`config.mk`:
```
export PLATFORM = sky130hd
export DESIGN_NAME = axil_resp_out
export DESIGN_NICKNAME = d
export VERILOG_FILES = /design/src/sdram_pkg.sv /design/src/axil_resp_out.sv
export SDC_FILE = /design/constraint.sdc
export NUM_CORES = 1
export LEC_CHECK = 0
export BUFFER_PORTS_ARGS = -buffer_cell sky130_fd_sc_hd__buf_2
export CAP_MARGIN = 20
export CELL_PAD_IN_SITES_DETAIL_PLACEMENT = 1
export CELL_PAD_IN_SITES_GLOBAL_PLACEMENT = 2
export CORE_ASPECT_RATIO = 0.75
export CORE_MARGIN = 2
export CORE_UTILIZATION = 29
export CTS_CLUSTER_SIZE = 24
export DETAILED_ROUTE_END_ITERATION = 12
export PLACE_DENSITY_LB_ADDON = 0.2
export SYNTH_ARGS = -nofsm -noshare
export SYNTH_HDL_FRONTEND = slang
export SYNTH_SLANG_ARGS = --single-unit
```
`constraint.sdc`:
```
create_clock -name clk -period 4.37 [get_ports clk]
set_input_delay 0.874 -clock clk [delete_from_list [all_inputs] [get_ports clk]]
set_output_delay 0.874 -clock clk [all_outputs]
set_load 0.01 [all_outputs]
```
`src/sdram_pkg.sv`:
```
/*
 * Shared types and constants for the AXI4-Lite to SDRAM subsystem.
 * The stored array is 4 banks x 16 rows x 64 columns; higher AXI address bits alias.
 * Command vectors are {cs, ras, cas, we}, all active low.
 */
package sdram_pkg;

    typedef logic [31:0] axi_addr_t;
    typedef logic [31:0] axi_data_t;
    typedef logic [3:0]  axi_strb_t;
    typedef logic [12:0] sdram_a_t;
    typedef logic [1:0]  sdram_ba_t;
    typedef logic [15:0] sdram_dq_t;
    typedef logic [1:0]  sdram_dqm_t;
    typedef logic [3:0]  sdram_cmd_t;
    typedef logic [2:0]  cyc_cnt_t;

    localparam int BANK_W   = 2;
    localparam int ROW_W    = 4;
    localparam int COL_W    = 6;
    localparam int COL_LSB  = 2;                    // word address starts above bit 1
    localparam int ROW_LSB  = COL_LSB + COL_W - 1;  // column bit 0 is implied
    localparam int BANK_LSB = ROW_LSB + ROW_W;

    typedef logic [ROW_W-1:0] row_t;
    typedef logic [COL_W-1:0] col_t;

    localparam cyc_cnt_t CAS_LAT   = 3'd2;
    localparam cyc_cnt_t BURST_LEN = 3'd2;
    localparam cyc_cnt_t INIT_WAIT = 3'd4;
    localparam sdram_a_t MODE_WORD = sdram_a_t'({CAS_LAT, 1'b0, BURST_LEN});

    localparam sdram_cmd_t CMD_NOP = 4'b1111;
    localparam sdram_cmd_t CMD_ACT = 4'b0011;
    localparam sdram_cmd_t CMD_RD  = 4'b0101;
    localparam sdram_cmd_t CMD_WR  = 4'b0100;
    localparam sdram_cmd_t CMD_LMR = 4'b0000;

    localparam logic [1:0] RESP_OKAY = 2'b00;

    typedef struct packed {
        logic       write;
        sdram_ba_t  bank;
        row_t       row;
        col_t       col;
        axi_data_t  wdata;
        axi_strb_t  strb;
    } mem_req_t;

    typedef struct packed {
        logic       write;
        axi_data_t  rdata;
    } mem_rsp_t;

    typedef enum logic [3:0] {
        INIT_WAIT_S,
        LOAD_MODE_S,
        IDLE_S,
        ACTIVATE_S,
        WRITE0_S,
        WRITE1_S,
        READ_S,
        READ_WAIT_S,
        DONE_S
    } seq_state_t;

endpackage

```
`src/axil_resp_out.sv`:
```
/*
 * One-entry response buffer feeding the AXI4-Lite B and R channels.
 * Responses are always OKAY.
 */
module axil_resp_out
    import sdram_pkg::*;
(
    input  logic       clk,
    input  logic       cke,
    input  mem_rsp_t   rsp,
    input  logic       rsp_valid,
    output logic       rsp_free,
    output logic       bvalid,
    input  logic       bready,
    output logic [1:0] bresp,
    output logic       rvalid,
    input  logic       rready,
    output axi_data_t  rdata,
    output logic [1:0] rresp
);
    logic     hold_valid;
    mem_rsp_t hold_q;

    assign rsp_free = ~hold_valid;
    assign bvalid   = hold_valid & hold_q.write;
    assign rvalid   = hold_valid & ~hold_q.write;
    assign rdata    = hold_q.rdata;
    assign bresp    = RESP_OKAY;
    assign rresp    = RESP_OKAY;

    always_ff @(posedge clk or negedge cke) begin
        if (!cke) begin
            hold_valid <= 1'b0;
        end else if (rsp_valid && rsp_free) begin
            hold_valid <= 1'b1;
        end else if ((bvalid && bready) || (rvalid && rready)) begin
            hold_valid <= 1'b0;
        end
    end

    always_ff @(posedge clk) begin
        if (rsp_valid && rsp_free) hold_q <= rsp;
    end

endmodule

```
==> reports/results.txt <==
The share of total power dissipated in sequential elements is 58.0%. Clock tree synthesis found a total of 34 sinks. For the minimum setup slack among reg-to-reg paths, the log shows 2.82 ns. TritonCTS built the clock tree. Library cell with the highest instance count after synthesis: buf_4.

Combinational logic is responsible for 11.4% of the overall power. The count of nets left with antenna violations after detail routing was 0. The routed length per placed instance was 11.56 um; the portion of total power attributed to the clock network was 30.6%. The floorplan step defined a core boundary enclosing 4441 um^2.

The first detailed-routing pass ran for 2 iterations. Worst voltage drop across the vdd grid: 0.0001621 V. The run gives 3.50 ns as the endpoint required time on the critical path. In this run the critical register-to-register path is captured at rdata[20]$_DFFE_PP_. Leading area contributor after synthesis: edfxtp_1. In this run the cell area of the synthesized design comes to 1329 um^2. For this run, the number of standard cells in the final layout without fillers is 181.

For this design the top-level I/O count stands at 77. The share of post-route cells with drive strength above 1 is 64.52%, and the quantity of hold-fixing buffers added after cts is 0. The category of the worst setup path capture point was a primary output.

The number of nets at the end of the flow is 161, and the post-synthesis to final-layout area growth is 19.68%. In this run the vertical extent of the chip is 62.62 um. Entering global routing, the biggest net connects 35 pins. Subtracting the final worst setup slack from the clock period gives 1.917 ns. The logs give 0 for the post-CTS setup-driven buffer insertion count and 0 for the hold violation total from the final report. On the final layout, the worst hold slack is 0.3599 ns.

For this run the aggregate overflow at the end of global routing stands at 0. In the routed layout, each cell is associated on average with a via count of 3.773. The total number of vias came out at 683.

The clock-pin slew of the registers on the worst-case setup and hold paths came out at 0.07 ns. The logs give 693.0 uW for the total power draw and 536.2 uW for the cell-internal power. After synthesis the netlist holds a flip-flop and latch count of 34. Pin slew with the least headroom to its limit: 0.9024 ns.

The tools report the count of instances resized after the clock tree is built as 0. The data arrival time of the critical path is 1.04 ns, and the upper clock frequency limit is 521.6 MHz. Once the floorplan was initialized, standard cells occupied 29.92% of the core.

The number of cells on the worst reg-to-reg path is 1, and the number of filler instances in the final layout is 495. The final cycle utilization of the critical path was 43.87%; the clock tree skew after final layout was 0.004688 ns. After synthesis, the most frequently instantiated cells are buf_4 (36), edfxtp_1 (33). The number of diodes added for antenna fixing is 0, and the count of buffers from port buffering is 72.

Global routing consumed, over all layers together, 8.321% of the routing resources. Clock latency on the worst-skew pair, taken at its later pin, is 0.28 ns. Setup violations remaining at the end of the flow were counted as 0. The tools report the number of antenna violations at the first check in global routing as 0.

In this run the clock root is driven by a clkbuf_8. Max-slew violation count: 0. Class of the most critical setup path: reg -> out. The analysis attributes to cell leakage a power of 0.6947 nW. The tools report the timing startpoint of the critical path as hold_q[32]$_DFFE_PP_. The die covers 5145 um^2.

The number of unique standard cell types used by synthesis was 10; the fraction of synthesized cell area taken by the top area cell type was 74.58%. The worst-case clock buffer depth was 2. The post-synthesis instance total was 77. The logs give 39.71% for the worst max-slew margin expressed relative to the limit and 0.5530 for the weighted congestion at the end of routability-driven global placement. Number of global-route vias before repair: 701.

Across the run, the number of max-cap violations was 0. For this run, the number of Yosys warnings is 0. In this run the worst path has a maximum fanout of 3. The worst setup path is launched from a flip-flop. In this run the critical register-to-register path is launched from hold_valid$_DFFE_PN0P_.

In this run the worst hold path is classified as in -> async. Summing the sequential cell areas from Yosys gives 76.46% of the chip area. From left edge to right edge, the die measures 82.16 um.

The dominant synthesized flop cell was edfxtp_1. Counting tap cells, the placed design contains a total of 173 instances. Summed over all failing endpoints, the final setup total negative slack is 0 ns.

Yosys mapped a number of flops with a built-in enable equal to 33. Number of buffers added by the clock tree synthesis step: 5. The final layout contains routed wiring with a total length of 2.092 mm.

By area the synthesized netlist is led by edfxtp_1 (75%), buf_4 (20%), dfrtp_1 (1.9%). Setup repair after global routing left no endpoint under its margin. The switching power of the nets is 156.7 uW, and the ratio of total power to cell area is 435.7 nW/um^2. The flow ran to the end, and the final reports show no timing, DRC or antenna violations. Counting flops with an async set or reset pin after synthesis yields a share of 2.941%. The tools report the wire length of the first global-routing pass as 3.091 mm.

In the routed design, unresolved DRC markers number 0. For the count of standard-cell rows, the log shows 21. The net switching share of the total power is 22.62%, and the number of design-rule violations left by the first detailed-router iteration is 21.

The H-tree was split into 2 levels. Each instance of the synthesized netlist takes up on average 17.26 um^2.
-- cell type report --
class,count,area [um^2],share of cell area (%)
Inverter,1,3.754,0.2360
Tap cell,57,71.32,4.485
Timing Repair Buffer,72,360.3,22.66
Clock inverter,2,8.758,0.5507
Multi-Input combinational cell,9,57.56,3.619
Clock buffer,6,72.57,4.563
Sequential cell,34,1016,63.89
-- logic make-up (layout without fill, tap and decap cells) --
logic type,Yosys count,after routing,synth area share [%]
mux,1,1,0.7533
other cells,1,4,0.2822
compound gates,1,1,0.5652
simple gates,3,3,1.319
buf+inv,37,81,20.62
flops,34,34,76.46
-- per-layer routing --
metal | GRT usage, % | vias up | wire, um
met3 | 6.936 | 7 | 408
met2 | 12.80 | 57 | 934
met1 | 7.843 | 303 | 719
li1 | - | 316 | -
met4 | 3.750 | 0 | 30
met5 | 0 | - | 0
-- worst max-delay path by stage --
stage / depth (start not counted) / endpoint
after CTS: 2 / bvalid
after floorplan: 1 / hold_q[32]$_DFFE_PP_
after detailed placement: 2 / rdata[20]$_DFFE_PP_
final: 2 / bvalid
after global placement: 2 / rdata[5]$_DFFE_PP_
after global routing: 2 / bvalid
-- flip-flops by register name (all words and copies together), names as in the netlist --
name	flops
hold_valid	1
rdata	32
hold_q	1
-- power groups by stage --
stage | combinational [mW] | clock (mW) | sequential, mW
2_1_floorplan | 0.0664 | 0 | 0.408
3_3_place_gp | 0.0798 | 0 | 0.408
3_5_place_dp | 0.0815 | 0 | 0.410
4_1_cts | 0.0818 | 0.223 | 0.403
5_1_grt | 0.0880 | 0.237 | 0.405
6_report | 0.0792 | 0.212 | 0.402
-- cells in the final DEF, fill, tap and decap left out, drive strengths merged --
cell type	netlist	routed
nor2	1	1
clkbuf	0	6
and2	1	1
mux2i	1	1
edfxtp	33	33
buf	36	72
inv	1	1
a21o	1	1
clkinv	0	2
nor2b	1	1
dfrtp	1	1
conb	1	4
-- per-stage QoR --
step	instance area, um^2	setup WS, ns	utilization [%]
detailed placement	1509	2.235	33.98
floorplan	1340	1.544	-
CTS	1590	2.432	35.81
global placement	1509	2.286	33.98
global route	1590	2.384	35.81
finish	1590	2.453	35.81
-- critical path: stages (launching register included) --
cell	delay [ns]
edfxtp_1	0.42
and2_2	0.21
buf_2	0.13
Note: power is estimated with default switching activity, not from simulation.
