===== src/sdram_pkg.sv =====
/*
 * Shared types and constants for the AXI4-Lite to SDRAM subsystem.
 * The stored array is 4 banks x 16 rows x 64 columns; higher AXI address bits alias.
 * Command vectors are {cs, ras, cas, we}, all active low.
 */
package sdram_pkg;

    typedef logic [31:0] axi_addr_t;
    typedef logic [31:0] axi_data_t;
    typedef logic [3:0]  axi_strb_t;
    typedef logic [12:0] sdram_a_t;
    typedef logic [1:0]  sdram_ba_t;
    typedef logic [15:0] sdram_dq_t;
    typedef logic [1:0]  sdram_dqm_t;
    typedef logic [3:0]  sdram_cmd_t;
    typedef logic [2:0]  cyc_cnt_t;

    localparam int BANK_W   = 2;
    localparam int ROW_W    = 4;
    localparam int COL_W    = 6;
    localparam int COL_LSB  = 2;                    // word address starts above bit 1
    localparam int ROW_LSB  = COL_LSB + COL_W - 1;  // column bit 0 is implied
    localparam int BANK_LSB = ROW_LSB + ROW_W;

    typedef logic [ROW_W-1:0] row_t;
    typedef logic [COL_W-1:0] col_t;

    localparam cyc_cnt_t CAS_LAT   = 3'd2;
    localparam cyc_cnt_t BURST_LEN = 3'd2;
    localparam cyc_cnt_t INIT_WAIT = 3'd4;
    localparam sdram_a_t MODE_WORD = sdram_a_t'({CAS_LAT, 1'b0, BURST_LEN});

    localparam sdram_cmd_t CMD_NOP = 4'b1111;
    localparam sdram_cmd_t CMD_ACT = 4'b0011;
    localparam sdram_cmd_t CMD_RD  = 4'b0101;
    localparam sdram_cmd_t CMD_WR  = 4'b0100;
    localparam sdram_cmd_t CMD_LMR = 4'b0000;

    localparam logic [1:0] RESP_OKAY = 2'b00;

    typedef struct packed {
        logic       write;
        sdram_ba_t  bank;
        row_t       row;
        col_t       col;
        axi_data_t  wdata;
        axi_strb_t  strb;
    } mem_req_t;

    typedef struct packed {
        logic       write;
        axi_data_t  rdata;
    } mem_rsp_t;

    typedef enum logic [3:0] {
        INIT_WAIT_S,
        LOAD_MODE_S,
        IDLE_S,
        ACTIVATE_S,
        WRITE0_S,
        WRITE1_S,
        READ_S,
        READ_WAIT_S,
        DONE_S
    } seq_state_t;

endpackage


===== src/axil_req_in.sv =====
/*
 * AXI4-Lite request capture. One write and one read slot; write wins when both are full.
 * All ready outputs stay low until the sequencer reports idle after init.
 */
module axil_req_in
    import sdram_pkg::*;
(
    input  logic      clk,
    input  logic      cke,
    input  axi_addr_t awaddr,
    input  logic      awvalid,
    output logic      awready,
    input  axi_data_t wdata,
    input  axi_strb_t wstrb,
    input  logic      wvalid,
    output logic      wready,
    input  axi_addr_t araddr,
    input  logic      arvalid,
    output logic      arready,
    output mem_req_t  req,
    output logic      req_valid,
    input  logic      req_ready
);
    logic      aw_flag;
    logic      w_flag;
    logic      ar_flag;
    logic      wr_pend;
    logic      req_fire;
    axi_addr_t aw_addr_q;
    axi_addr_t ar_addr_q;
    axi_addr_t sel_addr;
    axi_data_t w_data_q;
    axi_strb_t w_strb_q;

    assign wr_pend   = aw_flag & w_flag;
    assign req_valid = wr_pend | ar_flag;
    assign req_fire  = req_valid & req_ready;

    assign awready = ~aw_flag & req_ready & ~req_valid;
    assign wready  = ~w_flag & req_ready & ~req_valid;
    assign arready = ~ar_flag & ~aw_flag & ~w_flag & req_ready & ~req_valid;

    always_ff @(posedge clk or negedge cke) begin
        if (!cke) begin
            aw_flag <= 1'b0;
            w_flag  <= 1'b0;
            ar_flag <= 1'b0;
        end else begin
            if (awvalid && awready) begin
                aw_flag <= 1'b1;
            end else if (req_fire && wr_pend) begin
                aw_flag <= 1'b0;
            end
            if (wvalid && wready) begin
                w_flag <= 1'b1;
            end else if (req_fire && wr_pend) begin
                w_flag <= 1'b0;
            end
            if (arvalid && arready) begin
                ar_flag <= 1'b1;
            end else if (req_fire && !wr_pend) begin
                ar_flag <= 1'b0;
            end
        end
    end

    always_ff @(posedge clk) begin
        if (awvalid && awready) aw_addr_q <= awaddr;
        if (arvalid && arready) ar_addr_q <= araddr;
        if (wvalid && wready) begin
            w_data_q <= wdata;
            w_strb_q <= wstrb;
        end
    end

    assign sel_addr  = wr_pend ? aw_addr_q : ar_addr_q;

    assign req.write = wr_pend;
    assign req.bank  = sel_addr[BANK_LSB +: BANK_W];
    assign req.row   = sel_addr[ROW_LSB +: ROW_W];
    assign req.col   = {sel_addr[COL_LSB +: COL_W-1], 1'b0};  // even column, burst of two
    assign req.wdata = w_data_q;
    assign req.strb  = w_strb_q;

endmodule


===== config.mk =====
export PLATFORM = sky130hd
export DESIGN_NAME = axil_req_in
export DESIGN_NICKNAME = d
export VERILOG_FILES = /design/src/sdram_pkg.sv /design/src/axil_req_in.sv
export SDC_FILE = /design/constraint.sdc
export NUM_CORES = 1
export LEC_CHECK = 0
export BUFFER_PORTS_ARGS = -buffer_cell sky130_fd_sc_hd__buf_4
export CAP_MARGIN = 10
export CORE_UTILIZATION = 42
export CTS_CLUSTER_SIZE = 25
export DETAILED_ROUTE_END_ITERATION = 16
export HOLD_SLACK_MARGIN = 0.08
export PLACE_DENSITY = 0.84
export SLEW_MARGIN = 20
export SYNTH_ARGS = -nofsm -noshare
export SYNTH_HDL_FRONTEND = slang
export SYNTH_SLANG_ARGS = --single-unit

===== constraint.sdc =====
create_clock -name clk -period 8.1 [get_ports clk]
set_input_delay 0.405 -clock clk [delete_from_list [all_inputs] [get_ports clk]]
set_output_delay 0.405 -clock clk [all_outputs]
set_load 0.01 [all_outputs]

==> metrics.cfg <==
[outcome]
status=finished, final reports clean

[worst_setup_path]
end_kind=output pin
cp_max_fo=13
start_kind=flop
rrSetupSlack_ps=6360
r2r-end=ar_addr_q[6]$_DFFE_PP_
critical-path-max-stage-delay_ps=480
reg2reg_depth=2
slowest_stage=dfrtp_1
crit_end=req[41]
startpoint=w_flag$_DFFE_PN0P_
cp.required_ps=7700
critical_path.cell_chain=nand2_2 > mux2_2 > buf_4
crit_type=flop to output pin
crit_arrival_ps=1680
r2r_start=ar_flag$_DFFE_PN0P_

[timing]
relSlewSlack_pct=64.2
finalCritPeriodShare_pct=25.7
clock.fmax_mhz=480
skew_ps=10.5
setup_tns_ps=0
hold_viol=0
tightestPinTransition_ps=537
period_minus_slack_ps=2080
maxSlewViolCount=0
rsz0062_at_grt=false
setup_viol=0

[grt]
grt_usage_pct=16.0
grt_overflow_total=0
grt_max_degree=38
grt_pass1_vias=1320
antenna_found_initial=0
grt_pass1_wl_um=5840

[floorplan]
start_util_pct=44.1
die_w_um=72.9
rows=25
io-pin-count=159
die_h_um=72.9
core-area_um2=4790
die_area_um2=5320

[routing]
drt-initial-drc-count=47
drt-wirelength-per-cell_um=14.1
viasPerCell=4.48
drt-total-wl_um=4070
first_pass_iters=4
antenna_left=0
vias=1289
drc_errors=0

[clocking]
clock_sinks=61
numCtsBuffers=9
cts-root-buf=clkbuf_8
cts.clk_slew.worst_paths_ps=70
clockBufferDepth=2
cts_tree=built
cts_setup_buffers=0
cts-resized-gates=0
hold_buffers=1
cts_max_level=3
clock_latency_ps=330

[cells_and_area]
drive_above_1_share_pct=65.2
num-nets-final=322
stdcell_count=288
antenna_cells=0
synthToLayoutAreaGrowth_pct=52.7
num-fill-cells=338

[worst_hold_path]
hold_path.class=input pin to flop
worstHoldStart=araddr[3]

[logic_synthesis]
postSynthAreaPerCell_um2=23.2
synth_seq_cells=61
yosysSeqAreaShare_pct=86.0
syn_inst=91
synth.distinct_cells=18
synth_fp_nets=197
synth_area_um2=2110
synth_warnings=0

[power_and_ir_drop]
ir_drop_mv=0.147
cellPowerDensity_nw_per_um2=260
p_leak_nw=1.37

[placed_design]
placed_cells=271
portBuffers=115
gp_congestion=0.727
dpl.hpwl_um=3000

[job]
drv_cap=0

## worst max-delay path: cells and delay by family, from the launching register on
| kind | cells | cell delay [ps] |
|---|---|---|
| flip-flops | 1 | 480 |
| multiplexers | 1 | 380 |
| AND/OR/NAND/NOR | 1 | 350 |
| buffers and inverters | 1 | 140 |
## cell type report
class	count	area, µm²	share of cell area (%)
tap	67	83.8	2.60
sequential	61	1820	56.3
timing repair buffer	117	881	27.3
clock buffer	11	131	4.07
multi-input combinational	26	280	8.69
inverter	1	3.75	0.116
clock inverter	5	27.5	0.854
## through the flow
step                total power [W]  area [µm²]  utilization (%)  hold WS (ps)  setup WS, ps
floorplan                  0.000529        2110                -           109          3510
global placement           0.000626        3060             63.8           199          6360
detailed placement         0.000632        3060             63.8           200          6350
CTS                        0.000848        3220             67.4           234          5990
global route               0.000877        3220             67.4           229          5940
finish                     0.000837        3220             67.4           251          6020
## state kept, by name (all words and copies together) (netlist names)
name / flops
w_data_q: 32
aw_flag: 1
aw_addr_q: 11
w_strb_q: 4
ar_flag: 1
ar_addr_q: 11
w_flag: 1
## layer usage
metal / GRT usage [%] / routed length [µm]
met5: 0 / 0
met4: 10.2 / 83
met3: 10.5 / 616
met2: 24.9 / 1990
met1: 15.5 / 1380
## cells by family after synthesis
group,after synthesis,synth area share [%]
AOI/OAI and AO/OA,4,1.66
DFF,61,86.0
other,1,0.178
muxes,11,7.29
buffers and inverters,4,1.42
and+or+nand+nor,10,3.44
## Yosys cell counts
| master | count | area [µm²] |
|---|---|---|
| conb_1 | 1 | 3.75 |
| a21o_1 | 1 | 7.51 |
| nor4bb_1 | 1 | 10.0 |
| a22o_1 | 2 | 17.5 |
| buf_4 | 2 | 15.0 |
| mux2_4 | 8 | 120 |
| nand2_2 | 1 | 6.26 |
| nand2_1 | 2 | 7.51 |
| nor3b_1 | 2 | 15.0 |
| mux2_2 | 3 | 33.8 |
| inv_1 | 1 | 3.75 |
| nand2b_1 | 1 | 6.26 |
| nor4b_2 | 1 | 15.0 |
| a21bo_2 | 1 | 10.0 |
| edfxtp_1 | 58 | 1740 |
| dfrtp_1 | 3 | 75.1 |
| and2_1 | 2 | 12.5 |
| buf_6 | 1 | 11.3 |
## report_power, final
| part | switching, W | internal, W |
|---|---|---|
| registers | 0.0000243 | 0.000396 |
| clock network | 0.000105 | 0.000109 |
| logic | 0.0000886 | 0.000114 |
## worst min-delay path by stage
stage | endpoint | cells after the start | slack [ps]
2_1_floorplan | ar_flag$_DFFE_PN0P_ | 0 | 110
3_3_place_gp | ar_flag$_DFFE_PN0P_ | 1 | 200
3_5_place_dp | w_flag$_DFFE_PN0P_ | 1 | 200
4_1_cts | ar_addr_q[3]$_DFFE_PP_ | 1 | 230
5_1_grt | ar_addr_q[4]$_DFFE_PP_ | 1 | 230
6_report | ar_addr_q[3]$_DFFE_PP_ | 1 | 250
## cell usage in the layout (no fill, tap or decap), drive strengths merged
cell | synthesis | routed
edfxtp | 58 | 58
nor3b | 2 | 2
clkinv | 0 | 5
a21bo | 1 | 1
nand2b | 1 | 1
and2 | 2 | 2
nor4b | 1 | 1
dfrtp | 3 | 3
inv | 1 | 1
buf | 3 | 116
mux2 | 11 | 11
conb | 1 | 1
nor4bb | 1 | 1
a22o | 2 | 2
nand2 | 3 | 3
a21o | 1 | 1
dlygate4sd3 | 0 | 1
clkbuf | 0 | 11
No activity file was read; power rests on OpenSTA's default activity.
